$ cat config.mk
export PLATFORM = sky130hd
export DESIGN_NAME = ad9361_dual_axis
export DESIGN_NICKNAME = d
export VERILOG_FILES = /design/src/design/ad9361_axis_pkg.sv /design/src/design/ad9361_dual_axis.sv /design/src/design/axis_burst_framer.sv /design/src/design/iq_pair_packer.sv
export SDC_FILE = /design/constraint.sdc
export NUM_CORES = 1
export LEC_CHECK = 0
export ABC_AREA = 1
export BUFFER_PORTS_ARGS = -buffer_cell sky130_fd_sc_hd__buf_2
export CORE_ASPECT_RATIO = 0.7
export CORE_MARGIN = 2
export CORE_UTILIZATION = 55
export DETAILED_ROUTE_END_ITERATION = 10
export PLACE_DENSITY_LB_ADDON = 0.05
export RECOVER_POWER = 25
export SLEW_MARGIN = 10
export SYNTH_ARGS = -nofsm -noshare
export SYNTH_HDL_FRONTEND = slang
export SYNTH_SLANG_ARGS = --single-unit
$ cat constraint.sdc
create_clock -name m_axis_clk -period 4.43 [get_ports m_axis_clk]
set_input_delay 0 -clock m_axis_clk [delete_from_list [all_inputs] [get_ports m_axis_clk]]
set_output_delay 0 -clock m_axis_clk [all_outputs]
set_load 0.01 [all_outputs]
$ cat src/design/ad9361_axis_pkg.sv
//////////////////////////////////////////////////
// shared widths, lane counts and sample type for
// the ad9361 receive to axi-stream packing path
// converter samples are two's complement, 12 bits
//////////////////////////////////////////////////

`default_nettype none

package ad9361_axis_pkg;

  //////////////////////////////////////////////////
  // converter side

  // raw sample width out of the converter
  localparam int adc_width = 12;

  // one signed converter sample
  typedef logic signed [adc_width-1:0] adc_sample_t;

  //////////////////////////////////////////////////
  // stream side

  // samples emitted by one pair packer (two i, two q)
  localparam int lanes_per_pair_group = 4;

  // samples carried by one stream word
  localparam int lanes_per_word = 8;

  // full precision unless the top level asks for less
  localparam int default_precision = 12;

  // beats between tlast markers
  localparam int default_burst_length = 512;

endpackage

`default_nettype wire

$ cat src/design/ad9361_dual_axis.sv
//////////////////////////////////////////////////
// ad9361 style dual channel receive samples to one
// axi-stream word per sample period
// single clock, 2 cycles from any valid to tvalid
// a stalled beat is replaced by newer samples
//////////////////////////////////////////////////

`timescale 1ns/1ns
`default_nettype none

module ad9361_dual_axis #(
  parameter int PRECISION         = ad9361_axis_pkg::default_precision,
  parameter int AXIS_BURST_LENGTH = ad9361_axis_pkg::default_burst_length
) (
  input  logic                                                 m_axis_clk,
  input  logic                                                 reset,

  // converter sample ports
  input  logic                                                 valid_0,
  input  ad9361_axis_pkg::adc_sample_t                         data_i0,
  input  ad9361_axis_pkg::adc_sample_t                         data_q0,
  input  logic                                                 valid_1,
  input  ad9361_axis_pkg::adc_sample_t                         data_i1,
  input  ad9361_axis_pkg::adc_sample_t                         data_q1,
  input  logic                                                 valid_2,
  input  ad9361_axis_pkg::adc_sample_t                         data_i2,
  input  ad9361_axis_pkg::adc_sample_t                         data_q2,
  input  logic                                                 valid_3,
  input  ad9361_axis_pkg::adc_sample_t                         data_i3,
  input  ad9361_axis_pkg::adc_sample_t                         data_q3,

  // axi-stream master
  input  logic                                                 m_axis_tready,
  output logic                                                 m_axis_tvalid,
  output logic [ad9361_axis_pkg::lanes_per_word*PRECISION-1:0] m_axis_tdata,
  output logic                                                 m_axis_tlast
);

  import ad9361_axis_pkg::*;

  localparam int half_width = lanes_per_pair_group * PRECISION;

  logic [half_width-1:0] hi_data;
  logic                  hi_strobe;
  logic [half_width-1:0] lo_data;
  logic                  lo_strobe;

  //////////////////////////////////////////////////
  // pair packers

  // pairs 0 and 1 fill the upper lanes
  iq_pair_packer #(
    .PRECISION   (PRECISION)
  ) u_pair_packer_hi (
    .m_axis_clk  (m_axis_clk),
    .reset       (reset),
    .valid_a     (valid_0),
    .i_a         (data_i0),
    .q_a         (data_q0),
    .valid_b     (valid_1),
    .i_b         (data_i1),
    .q_b         (data_q1),
    .half_data   (hi_data),
    .half_strobe (hi_strobe)
  );

  // pairs 2 and 3 fill the lower lanes
  iq_pair_packer #(
    .PRECISION   (PRECISION)
  ) u_pair_packer_lo (
    .m_axis_clk  (m_axis_clk),
    .reset       (reset),
    .valid_a     (valid_2),
    .i_a         (data_i2),
    .q_a         (data_q2),
    .valid_b     (valid_3),
    .i_b         (data_i3),
    .q_b         (data_q3),
    .half_data   (lo_data),
    .half_strobe (lo_strobe)
  );

  //////////////////////////////////////////////////
  // stream framing

  axis_burst_framer #(
    .PRECISION         (PRECISION),
    .AXIS_BURST_LENGTH (AXIS_BURST_LENGTH)
  ) u_burst_framer (
    .m_axis_clk        (m_axis_clk),
    .reset             (reset),
    .hi_data           (hi_data),
    .hi_strobe         (hi_strobe),
    .lo_data           (lo_data),
    .lo_strobe         (lo_strobe),
    .m_axis_tready     (m_axis_tready),
    .m_axis_tvalid     (m_axis_tvalid),
    .m_axis_tdata      (m_axis_tdata),
    .m_axis_tlast      (m_axis_tlast)
  );

endmodule

`default_nettype wire

$ cat src/design/axis_burst_framer.sv
//////////////////////////////////////////////////
// joins two packed half words into an axi-stream
// word and drives the tvalid/tready handshake
// a new strobe overwrites a stalled beat, no FIFO
// tlast every AXIS_BURST_LENGTH accepted beats (>= 2)
//////////////////////////////////////////////////

`timescale 1ns/1ns
`default_nettype none

module axis_burst_framer #(
  parameter int PRECISION         = ad9361_axis_pkg::default_precision,
  parameter int AXIS_BURST_LENGTH = ad9361_axis_pkg::default_burst_length
) (
  input  logic                                                   m_axis_clk,
  input  logic                                                   reset,
  input  logic [ad9361_axis_pkg::lanes_per_pair_group*PRECISION-1:0] hi_data,
  input  logic                                                   hi_strobe,
  input  logic [ad9361_axis_pkg::lanes_per_pair_group*PRECISION-1:0] lo_data,
  input  logic                                                   lo_strobe,
  input  logic                                                   m_axis_tready,
  output logic                                                   m_axis_tvalid,
  output logic [ad9361_axis_pkg::lanes_per_word*PRECISION-1:0]   m_axis_tdata,
  output logic                                                   m_axis_tlast
);

  import ad9361_axis_pkg::*;

  //////////////////////////////////////////////////
  // derived sizes

  // counter only has to reach AXIS_BURST_LENGTH-1
  localparam int count_width = (AXIS_BURST_LENGTH > 2) ? $clog2(AXIS_BURST_LENGTH) : 1;

  localparam logic [count_width-1:0] last_count = count_width'(AXIS_BURST_LENGTH - 1);

  if (AXIS_BURST_LENGTH < 2) begin : g_bad_burst
    $error("axis_burst_framer AXIS_BURST_LENGTH must be 2 or more");
  end

  logic                   load;
  logic                   beat_accepted;
  logic                   end_burst;
  logic [count_width-1:0] beat_count;

  // either packer produced a fresh half
  assign load = hi_strobe | lo_strobe;

  assign beat_accepted = m_axis_tvalid & m_axis_tready;

  //////////////////////////////////////////////////
  // data word

  // hi half sits in the upper lanes
  always_ff @(posedge m_axis_clk) begin
    if (reset) begin
      m_axis_tdata <= '0;
    end else if (load) begin
      m_axis_tdata <= {hi_data, lo_data};
    end
  end

  //////////////////////////////////////////////////
  // valid handshake

  // new data wins, then hold while stalled, else drop
  always_ff @(posedge m_axis_clk) begin
    if (reset) begin
      m_axis_tvalid <= 1'b0;
    end else if (load) begin
      m_axis_tvalid <= 1'b1;
    end else if (m_axis_tvalid && !m_axis_tready) begin
      m_axis_tvalid <= 1'b1;
    end else begin
      m_axis_tvalid <= 1'b0;
    end
  end

  //////////////////////////////////////////////////
  // burst counter and tlast

  assign end_burst = (beat_count == last_count);

  // moves only on accepted beats
  always_ff @(posedge m_axis_clk) begin
    if (reset) begin
      beat_count <= '0;
    end else if (beat_accepted) begin
      if (end_burst) begin
        beat_count <= '0;
      end else begin
        beat_count <= beat_count + 1'b1;
      end
    end
  end

  // marks the beat currently offered as the last of a burst
  assign m_axis_tlast = m_axis_tvalid & end_burst;

endmodule

`default_nettype wire

$ cat src/design/iq_pair_packer.sv
//////////////////////////////////////////////////
// captures two i/q pairs whenever either strobe is
// high and packs them into one half stream word
// lanes are truncated to the top PRECISION bits, no
// rounding, PRECISION must be 1 to 12
//////////////////////////////////////////////////

`timescale 1ns/1ns
`default_nettype none

module iq_pair_packer #(
  parameter int PRECISION = ad9361_axis_pkg::default_precision
) (
  input  logic                                                   m_axis_clk,
  input  logic                                                   reset,
  input  logic                                                   valid_a,
  input  ad9361_axis_pkg::adc_sample_t                           i_a,
  input  ad9361_axis_pkg::adc_sample_t                           q_a,
  input  logic                                                   valid_b,
  input  ad9361_axis_pkg::adc_sample_t                           i_b,
  input  ad9361_axis_pkg::adc_sample_t                           q_b,
  output logic [ad9361_axis_pkg::lanes_per_pair_group*PRECISION-1:0] half_data,
  output logic                                                   half_strobe
);

  import ad9361_axis_pkg::*;

  //////////////////////////////////////////////////
  // derived sizes

  localparam int half_width = lanes_per_pair_group * PRECISION;

  // bits dropped from each sample
  localparam int reduce_bits = adc_width - PRECISION;

  // catch a bad precision at elaboration
  if (PRECISION < 1 || PRECISION > adc_width) begin : g_bad_precision
    $error("iq_pair_packer PRECISION out of range");
  end

  //////////////////////////////////////////////////
  // lane ordering and precision reduction

  adc_sample_t           lane_in      [lanes_per_pair_group];
  adc_sample_t           lane_reduced [lanes_per_pair_group];
  logic [half_width-1:0] packed_next;
  logic                  capture;

  // lowest lane first, pair b below pair a
  assign lane_in[0] = q_b;
  assign lane_in[1] = i_b;
  assign lane_in[2] = q_a;
  assign lane_in[3] = i_a;

  genvar lane;
  for (lane = 0; lane < lanes_per_pair_group; lane++) begin : g_lane
    // arithmetic shift keeps the sign of each sample
    assign lane_reduced[lane] = lane_in[lane] >>> reduce_bits;

    assign packed_next[lane*PRECISION +: PRECISION] = lane_reduced[lane][PRECISION-1:0];
  end

  // both pairs are taken on either strobe
  assign capture = valid_a | valid_b;

  //////////////////////////////////////////////////
  // capture registers

  // last captured half word, held between strobes
  always_ff @(posedge m_axis_clk) begin
    if (reset) begin
      half_data <= '0;
    end else if (capture) begin
      half_data <= packed_next;
    end
  end

  // one cycle pulse, aligned with the new half_data
  always_ff @(posedge m_axis_clk) begin
    if (reset) begin
      half_strobe <= 1'b0;
    end else begin
      half_strobe <= capture;
    end
  end

endmodule

`default_nettype wire

==> flow_summary_export.csv, run 1 <==
group,metric,value,unit
timing,slew_headroom,-38.6,%
floorplan,die_w,141,um
worst_setup_path,critPathMaxFanout,50,
placement,io_buffers,200,
routing,detailroute.via_count,6756,
power_and_ir_drop,power_leakage,0.00441,uW
worst_setup_path,rr_endpoint,"u_burst_framer.m_axis_tvalid",
routing,dr.pass1.iters,5,
routing,drcViolationCount,0,
timing,hold_violations,0,
floorplan,start_util,57.1,%
timing,fin_crit,2640,ps
placement,dp_hpwl,10.2,mm
hold_path,worst_hold_path.endpoint,"u_pair_packer_lo.half_data[46]",
hold_path,worstHoldPathType,"in -> reg",
timing,setup_viol_count_final,0,
yosys,synth_nets,1020,
floorplan,io_pins,201,
clock_tree,path_clk_slew,60,ps
worst_setup_path,ff2ff_setup_slack,2430,ps
placement,gp_congestion,0.745,
floorplan,dieArea,14000,um2
routing,ant_nets,0,
timing,period_share,59.5,%
worst_setup_path,end_kind,"flip-flop",
status,violations,"capacitance limit, slew limit",
clock_tree,cts_max_path_buffers,3,
routing,totalWireLength,18.6,mm
clock_tree,clk_latency,490,ps
routing,initialDrtViolationCount,452,
global_route,grt_overflow,0,
timing,tightest_slew,2080,ps
worst_setup_path,required,4800,ps
cells_and_area,instances_no_fill,1354,
cells_and_area,nets,1285,
clock_tree,cts-buffers-inserted,19,
clock_tree,cts_root_buf,"clkbuf_16",
global_route,antenna_found_initial,1,
power_and_ir_drop,p_per_area,428,nW/um2
power_and_ir_drop,power.share.clock,37.9,%
power_and_ir_drop,p_comb_share,12.1,%
global_route,grt_max_degree,152,
timing,grt_setup_unrepaired,"false",
timing,fin_skew,9.55,ps
power_and_ir_drop,switching_power,1020,uW
yosys,syn_area,7190,um2
worst_setup_path,worstPathArrival,3010,ps
floorplan,rows,34,
cells_and_area,fin_util,76.1,%
run,cap_violations,1,
worst_setup_path,rr_startpoint,"u_pair_packer_lo.half_strobe",
yosys,netlist_instances,914,
cells_and_area,area_growth,33.3,%
clock_tree,tritoncts,"done",
yosys,syn_area_per_cell,7.87,um2
clock_tree,htreeDepth,1,
routing,viasPerCell,4.99,
routing,avgRoutedWirePerCell,13.8,um
status,status,"finished, violations left",
power_and_ir_drop,internal_power,3080,uW
floorplan,core,12600,um2
power_and_ir_drop,power,4100,uW
placement,dp.cells,1219,
yosys,ys_warn_count,0,
clock_tree,cts_sinks,204,
timing,timing.hold.ws,57.2,ps
worst_setup_path,reg2regPathDepth,4,
yosys,ys_types,21,
hold_path,min_path_cells,4,
yosys,yosysSeqAreaShare,56.8,%
worst_setup_path,critPathLaunchType,"input port",
power_and_ir_drop,vdd_drop_max,0.355,mV
timing,slew_viol_final,51,
clock_tree,cts_resized,0,
floorplan,dieHeight,99.7,um
timing,setup_tns,0,ps
hold_path,min_from,"valid_3",
global_route,grt_pass1_vias,6282,
power_and_ir_drop,p_seq_share,49.9,%
global_route,grt_pass1_wl,30.2,mm
yosys,synth_seq_cells,204,
power_and_ir_drop,swShare,24.9,%
cells_and_area,drive_above_1_share,13.9,%
timing,max_freq,0.379,GHz
worst_setup_path,setup.worst_path.class,"in -> reg",
global_route,track_usage,26.2,%
-- cell type report --
type | instances | area [um2]
sequential | 204 | 4080
inverter | 17 | 66.3
clock buffer | 29 | 573
fill | 1031 | 3010
multi-input combinational | 632 | 2680
antenna | 1 | 2.50
tap | 162 | 203
clock inverter | 4 | 26.3
timing repair buffer | 305 | 1950
-- worst max-delay path by stage --
stage,start,endpoint,slack [ps],depth (start not counted)
3_5_place_dp,valid_3,u_pair_packer_lo.half_data[16],2390,5
6_report,valid_1,u_pair_packer_hi.half_data[39],1790,6
4_1_cts,valid_2,u_pair_packer_lo.half_data[16],2330,6
3_3_place_gp,valid_3,u_pair_packer_lo.half_data[19],2450,5
5_1_grt,valid_1,u_pair_packer_hi.half_data[10],1510,6
2_1_floorplan,u_burst_framer.beat_count[0],u_burst_framer.beat_count[2],2780,9
-- cell families after synthesis --
logic type | after synthesis | share of synthesized area, %
AND/OR/NAND/NOR | 427 | 22.6
flip-flops | 204 | 56.8
AO/OA/AOI/OAI | 202 | 14.1
buffers and inverters | 78 | 5.97
adder cells (fa/ha/maj) | 3 | 0.522
-- power by group through the flow --
stage	logic (uW)	registers (uW)	clock network, uW
4_1_cts	506	2040	1580
5_1_grt	561	2060	1660
3_5_place_dp	434	2090	0
6_report	498	2050	1560
2_1_floorplan	244	2110	0
3_3_place_gp	427	2080	0
-- worst max-delay path: stages --
cell	delay [ps]
buf_2	110
nor2_2	90
clkbuf_1	1490
inv_2	900
nor2_1	300
nor2_1	70
-- Yosys cell counts --
master	count	area (um2)
a21o_1	1	7.51
a21oi_1	5	25.0
buf_2	25	125
buf_4	3	22.5
buf_6	11	124
clkbuf_1	17	63.8
clkbuf_2	3	15.0
clkbuf_4	2	15.0
dfxtp_1	204	4080
ha_1	3	37.5
inv_1	13	48.8
inv_2	4	15.0
nand2_1	16	60.1
nand3_1	4	20.0
nor2_1	401	1510
nor2_2	2	12.5
nor2_4	1	11.3
nor3_1	2	10.0
nor4b_1	1	8.76
o21ai_0	175	876
o21ai_1	21	105
-- flip-flops by register name, summed over array words and instances, names as in the netlist --
| register | count |
|---|---|
| u_pair_packer_hi.half_data | 48 |
| u_pair_packer_lo.half_strobe | 1 |
| u_pair_packer_lo.half_data | 48 |
| u_burst_framer.m_axis_tvalid | 1 |
| u_burst_framer.beat_count | 9 |
| u_burst_framer.m_axis_tdata | 96 |
| u_pair_packer_hi.half_strobe | 1 |
-- cell usage in the layout, fill, tap and decap left out, types with 5 or more instances in the layout --
master,n
nand2_1,16
o21ai_0,175
a21oi_1,5
clkbuf_16,19
inv_1,13
nor2_1,401
clkbuf_8,6
dlygate4sd3_1,101
o21ai_1,21
clkbuf_1,79
buf_2,126
dfxtp_1,204
-- routing by layer --
layer,global-route usage (%),vias up,wire length [um]
met3,5.01,35,1130
li1,-,3443,-
met4,6.54,0,409
met2,44.9,220,8570
met5,0,-,0
met1,34.6,3058,8520
-- stage by stage --
| stage | setup slack (ps) | cell area, um2 |
|---|---|---|
| floorplan | 2780 | 7190 |
| global placement | 2450 | 8070 |
| detailed placement | 2390 | 8070 |
| CTS | 2330 | 9680 |
| global route | 1510 | 9580 |
| finish | 1790 | 9580 |
-- what timing repair did --
| action | 4_1_cts | 5_1_grt |
|---|---|---|
| hold buffers | 101 | 0 |
| buffers inserted | 0 | 0 |
| hold endpoints to repair | 101 | 0 |
No activity file was read; power rests on OpenSTA's default activity.
==> run 2, diff against run 1 <==
CORE_UTILIZATION = 47   (was 55)
clock period = 2.3 ns   (was 4.43 ns; I/O delays follow)
==> flow_summary_export.csv, run 2 (same netlist as run 1, synthesis figures left out) <==
group,metric,value,unit
clock_tree,cts-buffers-inserted,20,
cells_and_area,nets,1290,
status,violations,"capacitance limit, slew limit",
timing,max_freq,0.493,GHz
timing,timing.hold.ws,298,ps
floorplan,dieArea,16300,um2
global_route,track_usage,21.7,%
timing,setup_tns,0,ps
worst_setup_path,end_kind,"output pin",
timing,hold_violations,0,
routing,detailroute.via_count,6585,
floorplan,rows,37,
floorplan,die_w,152,um
routing,avgRoutedWirePerCell,13.0,um
placement,io_buffers,200,
worst_setup_path,critPathLaunchType,"flip-flop",
hold_path,worstHoldPathType,"in -> reg",
timing,slew_headroom,-36.2,%
power_and_ir_drop,p_per_area,841,nW/um2
cells_and_area,largest_reg_flops,96,
timing,slew_viol_final,100,
status,status,"finished, violations left",
cells_and_area,area_growth,35.7,%
cells_and_area,multi_input_area,2670,um2
routing,met2WireLength,7.54,mm
timing,setup_viol_count_final,0,
worst_setup_path,critPathMaxFanout,4,
timing,fin_ws,270,ps
global_route,grt_pass1_wl,29.7,mm
cells_and_area,layout_commonest_cell,"nor2_1",
global_route,antenna_found_initial,0,
cells_and_area,antennaDiodeCount,0,
routing,viasPerCell,4.73,
timing,tightest_slew,2040,ps
placement,place_ws,354,ps
worst_setup_path,required,2300,ps
clock_tree,cts_root_buf,"clkbuf_16",
clock_tree,htreeDepth,1,
cells_and_area,mostFrequentLayoutCells,"nor2_1 (403), dfxtp_1 (204), o21ai_0 (176), buf_2 (148), dlygate4sd3_1 (99)",
routing,m1WireLength,9.16,mm
timing,fin_skew,7.87,ps
timing,grt_setup_unrepaired,"false",
routing,totalWireLength,18.2,mm
worst_setup_path,setup.worst_path.class,"reg -> out",
timing,fin_crit,2030,ps
power_and_ir_drop,power,8210,uW
clock_tree,cts_max_path_buffers,3,
routing,initialDrtViolationCount,305,
cells_and_area,regArea,4080,um2
routing,dr.pass1.iters,4,
power_and_ir_drop,power_leakage,0.00456,uW
clock_tree,tritoncts,"done",
global_route,grt_pass1_vias,6117,
clock_tree,cts_sinks,204,
routing,top_layer_used,"met4",
cells_and_area,fill_cells,1374,
floorplan,start_util,48.5,%
power_and_ir_drop,vdd_drop_max,0.609,mV
clock_tree,post_cts_buffers,0,
routing,wl_met3,1.01,mm
worst_setup_path,worstPathArrival,2030,ps
routing,drcViolationCount,0,
timing,period_share,88.3,%
placement,post_dp_cell_area,8170,um2
clock_tree,clk_latency,480,ps
global_route,grt_overflow,0,
floorplan,io_pins,201,
cells_and_area,top_register,"u_burst_framer.m_axis_tdata",
cells_and_area,final_area,9760,um2
routing,ant_nets,0,
floorplan,core,14800,um2
global_route,grt_max_degree,82,
run,cap_violations,2,
clock_tree,path_clk_slew,60,ps
cells_and_area,reg_top3,"u_burst_framer.m_axis_tdata (96), u_pair_packer_hi.half_data (48), u_pair_packer_lo.half_data (48)",
cells_and_area,drive_above_1_share,16.2,%
placement,dp_hpwl,10.7,mm
placement,gp_congestion,0.777,
floorplan,dieHeight,107,um
==> run 2: worst paths after layout <==
path	cells past startpoint	startpoint	slack (ps)	end
max reg2reg	9	u_burst_framer.beat_count[0]	350	u_burst_framer.beat_count[2]
min	4	data_i1[11]	300	u_pair_packer_hi.half_data[23]
min reg2reg	2	u_burst_framer.m_axis_tdata[68]	480	u_burst_framer.m_axis_tdata[68]
max	7	u_burst_framer.beat_count[0]	270	m_axis_tlast
==> run 2: per-stage QoR <==
stage | cells | utilization, %
detailed placement | 1258 | 55.2
CTS | 1393 | 66.4
floorplan | 914 | -
global placement | 1258 | 55.2
global route | 1393 | 65.9
finish | 1393 | 65.9
==> run 2: report_power, final <==
group	switching [uW]	internal (uW)	leakage, uW
combinational	545	419	0.00253
clock	1330	1970	0.000339
sequential	133	3810	0.00169
==> run 2: what timing repair did <==
item	in CTS	in global routing
gates resized for setup	0	0
hold buffers	99	0
endpoints found under the hold margin	101	0
==> run 2: worst max-delay path, stage by stage (launching register included) <==
cell,delay (ps)
dfxtp_1,390
ha_1,180
nand2_1,70
nor4b_1,450
ha_1,260
nand2_1,50
inv_1,50
buf_2,110
==> run 2: area by class of cell <==
| cell class | instances | area share [%] |
|---|---|---|
| inverters | 17 | 0.679 |
| flip-flops and latches | 204 | 41.8 |
| well taps | 195 | 2.50 |
| clock inverters | 6 | 0.564 |
| multi-input cells | 632 | 27.4 |
| clock buffers | 30 | 6.34 |
| repair buffers | 309 | 20.7 |
==> run 2: routing by layer <==
| metal | GRT usage [%] | vias to the layer above |
|---|---|---|
| met2 | 33.4 | 167 |
| met4 | 6.07 | 0 |
| li1 | - | 3458 |
| met1 | 30.8 | 2926 |
| met3 | 4.75 | 34 |
| met5 | 0 | - |
==> run 3, diff against run 2 <==
CORE_UTILIZATION = 45   (was 47)
==> flow_summary_export.csv, run 3 (same netlist as run 1, synthesis figures left out) <==
group,metric,value,unit
clock_tree,postCtsHoldBufs,101,
timing,slew_headroom,-32.2,%
clock_tree,cts_resized,0,
timing,setup_tns,0,ps
clock_tree,cts_sinks,204,
routing,viasPerCell,4.69,
routing,totalWireLength,18.5,mm
routing,detailroute.via_count,6531,
global_route,groute.layer.met2.usage,35.0,%
global_route,antenna_found_initial,0,
timing,fin_ws,306,ps
placement,dp_hpwl,10.7,mm
worst_setup_path,worstPathArrival,1990,ps
cells_and_area,drive_above_1_share,14.2,%
timing,timing.hold.ws,133,ps
floorplan,core,15500,um2
worst_setup_path,end_kind,"output pin",
power_and_ir_drop,internal_power,6090,uW
power_and_ir_drop,power_leakage,0.00446,uW
clock_tree,tritoncts,"done",
power_and_ir_drop,switching_power,1990,uW
run,cap_violations,1,
worst_setup_path,setup.worst_path.class,"reg -> out",
clock_tree,path_clk_slew,60,ps
floorplan,io_pins,201,
global_route,grt_pass1_wl,29.8,mm
routing,dr.pass1.iters,4,
floorplan,rows,38,
placement,place_ws,407,ps
clock_tree,htreeDepth,1,
power_and_ir_drop,p_per_area,830,nW/um2
floorplan,die_w,155,um
timing,fin_skew,8.69,ps
global_route,track_usage,21.4,%
global_route,grt.met1_usage,29.7,%
worst_setup_path,critPathMaxFanout,4,
cells_and_area,nets,1290,
placement,gp_congestion,0.771,
clock_tree,cts_root_buf,"clkbuf_16",
cells_and_area,fin_util,62.7,%
floorplan,start_util,46.3,%
timing,hold_violations,0,
timing,setup_viol_count_final,0,
timing,max_freq,0.502,GHz
global_route,grt_pass1_vias,6060,
timing,period_share,86.7,%
worst_setup_path,required,2300,ps
routing,avgRoutedWirePerCell,13.3,um
power_and_ir_drop,vdd_drop_max,0.411,mV
cells_and_area,reg_top3,"u_burst_framer.m_axis_tdata (96), u_pair_packer_hi.half_data (48), u_pair_packer_lo.half_data (48)",
status,violations,"capacitance limit, slew limit",
cells_and_area,largest_reg_flops,96,
cells_and_area,area_growth,35.5,%
global_route,grtUsageMet3,4.14,%
worst_setup_path,critPathLaunchType,"flip-flop",
floorplan,dieHeight,110,um
routing,initialDrtViolationCount,409,
timing,fin_crit,1990,ps
clock_tree,post_cts_buffers,0,
global_route,grt_busiest_layer,"met2",
clock_tree,cts_max_path_buffers,3,
cells_and_area,mostFrequentLayoutCells,"nor2_1 (401), dfxtp_1 (204), o21ai_0 (175), buf_2 (126), dlygate4sd3_1 (101)",
power_and_ir_drop,power.share.clock,39.3,%
status,status,"finished, violations left",
timing,grt_setup_unrepaired,"false",
power_and_ir_drop,swShare,24.6,%
clock_tree,cts-buffers-inserted,19,
cells_and_area,top_register,"u_burst_framer.m_axis_tdata",
hold_path,worstHoldPathType,"in -> reg",
global_route,grt_max_degree,98,
cells_and_area,fill_cells,1477,
power_and_ir_drop,p_comb_share,12.0,%
placement,io_buffers,200,
cells_and_area,antennaDiodeCount,0,
routing,drcViolationCount,0,
routing,ant_nets,0,
clock_tree,clk_latency,490,ps
global_route,grt_overflow,0,
power_and_ir_drop,p_seq_share,48.7,%
timing,tightest_slew,1980,ps
floorplan,dieArea,17000,um2
timing,slew_viol_final,50,
cells_and_area,layout_commonest_cell,"nor2_1",
==> run 3: cell count changes in the layout (fill, tap and decap cells not counted), moves of 2 or more <==
cell / change
nor2_1: -2
dlygate4sd3_1: +2
clkbuf_1: +20
buf_2: -22
buf_4: -2
clkbuf_16: -2
buf_12: +2
clkbuf_8: -2
clkinv_2: -3
==> run 3: worst paths after layout <==
path	end	slack, ps	start	cells past startpoint
hold reg to reg	u_pair_packer_lo.half_data[47]	470	u_pair_packer_lo.half_data[47]	2
hold / removal	u_pair_packer_hi.half_strobe	130	valid_1	4
setup reg to reg	u_burst_framer.beat_count[2]	410	u_burst_framer.beat_count[0]	9
setup / recovery	m_axis_tlast	310	u_burst_framer.beat_count[0]	7
==> run 3: critical path, cell delays in order, from the launching register on <==
cell     delay (ps)
dfxtp_1         380
ha_1            180
nand2_1          70
nor4b_1         410
ha_1            260
nand2_1          50
inv_1            50
buf_2           120
==> run 3: cell type report <==
cell class                 count  area (um2)  area share [%]
multi-input combinational    632        2680            27.5
clock inverter                 6        86.3           0.886
tap                          200         250            2.57
sequential                   204        4080            41.9
clock buffer                  25         538            5.52
inverter                      17        66.3           0.681
timing repair buffer         310        2030            20.9
==> run 3: layer usage <==
layer,wire (um),up-vias,share of wire [%]
met2,7960,146,43
li1,-,3457,-
met5,0,-,0
met4,288,0,1.6
met3,891,21,4.8
met1,9360,2907,51
==> run 3: power groups by stage <==
| stage | clock network [uW] | logic (uW) | registers, uW |
|---|---|---|---|
| after global routing | 3410 | 1100 | 3970 |
| after floorplan | 0 | 471 | 4060 |
| final | 3170 | 972 | 3940 |
| after detailed placement | 0 | 865 | 4010 |
| after global placement | 0 | 859 | 4010 |
| after CTS | 3240 | 1000 | 3930 |
==> run 3: metrics by stage <==
stage,total power [uW],area (um2),instances
4_1_cts,8180,9840,1394
2_1_floorplan,4530,7190,914
3_3_place_gp,4870,8200,1262
6_report,8080,9740,1394
5_1_grt,8480,9740,1394
3_5_place_dp,4880,8200,1262
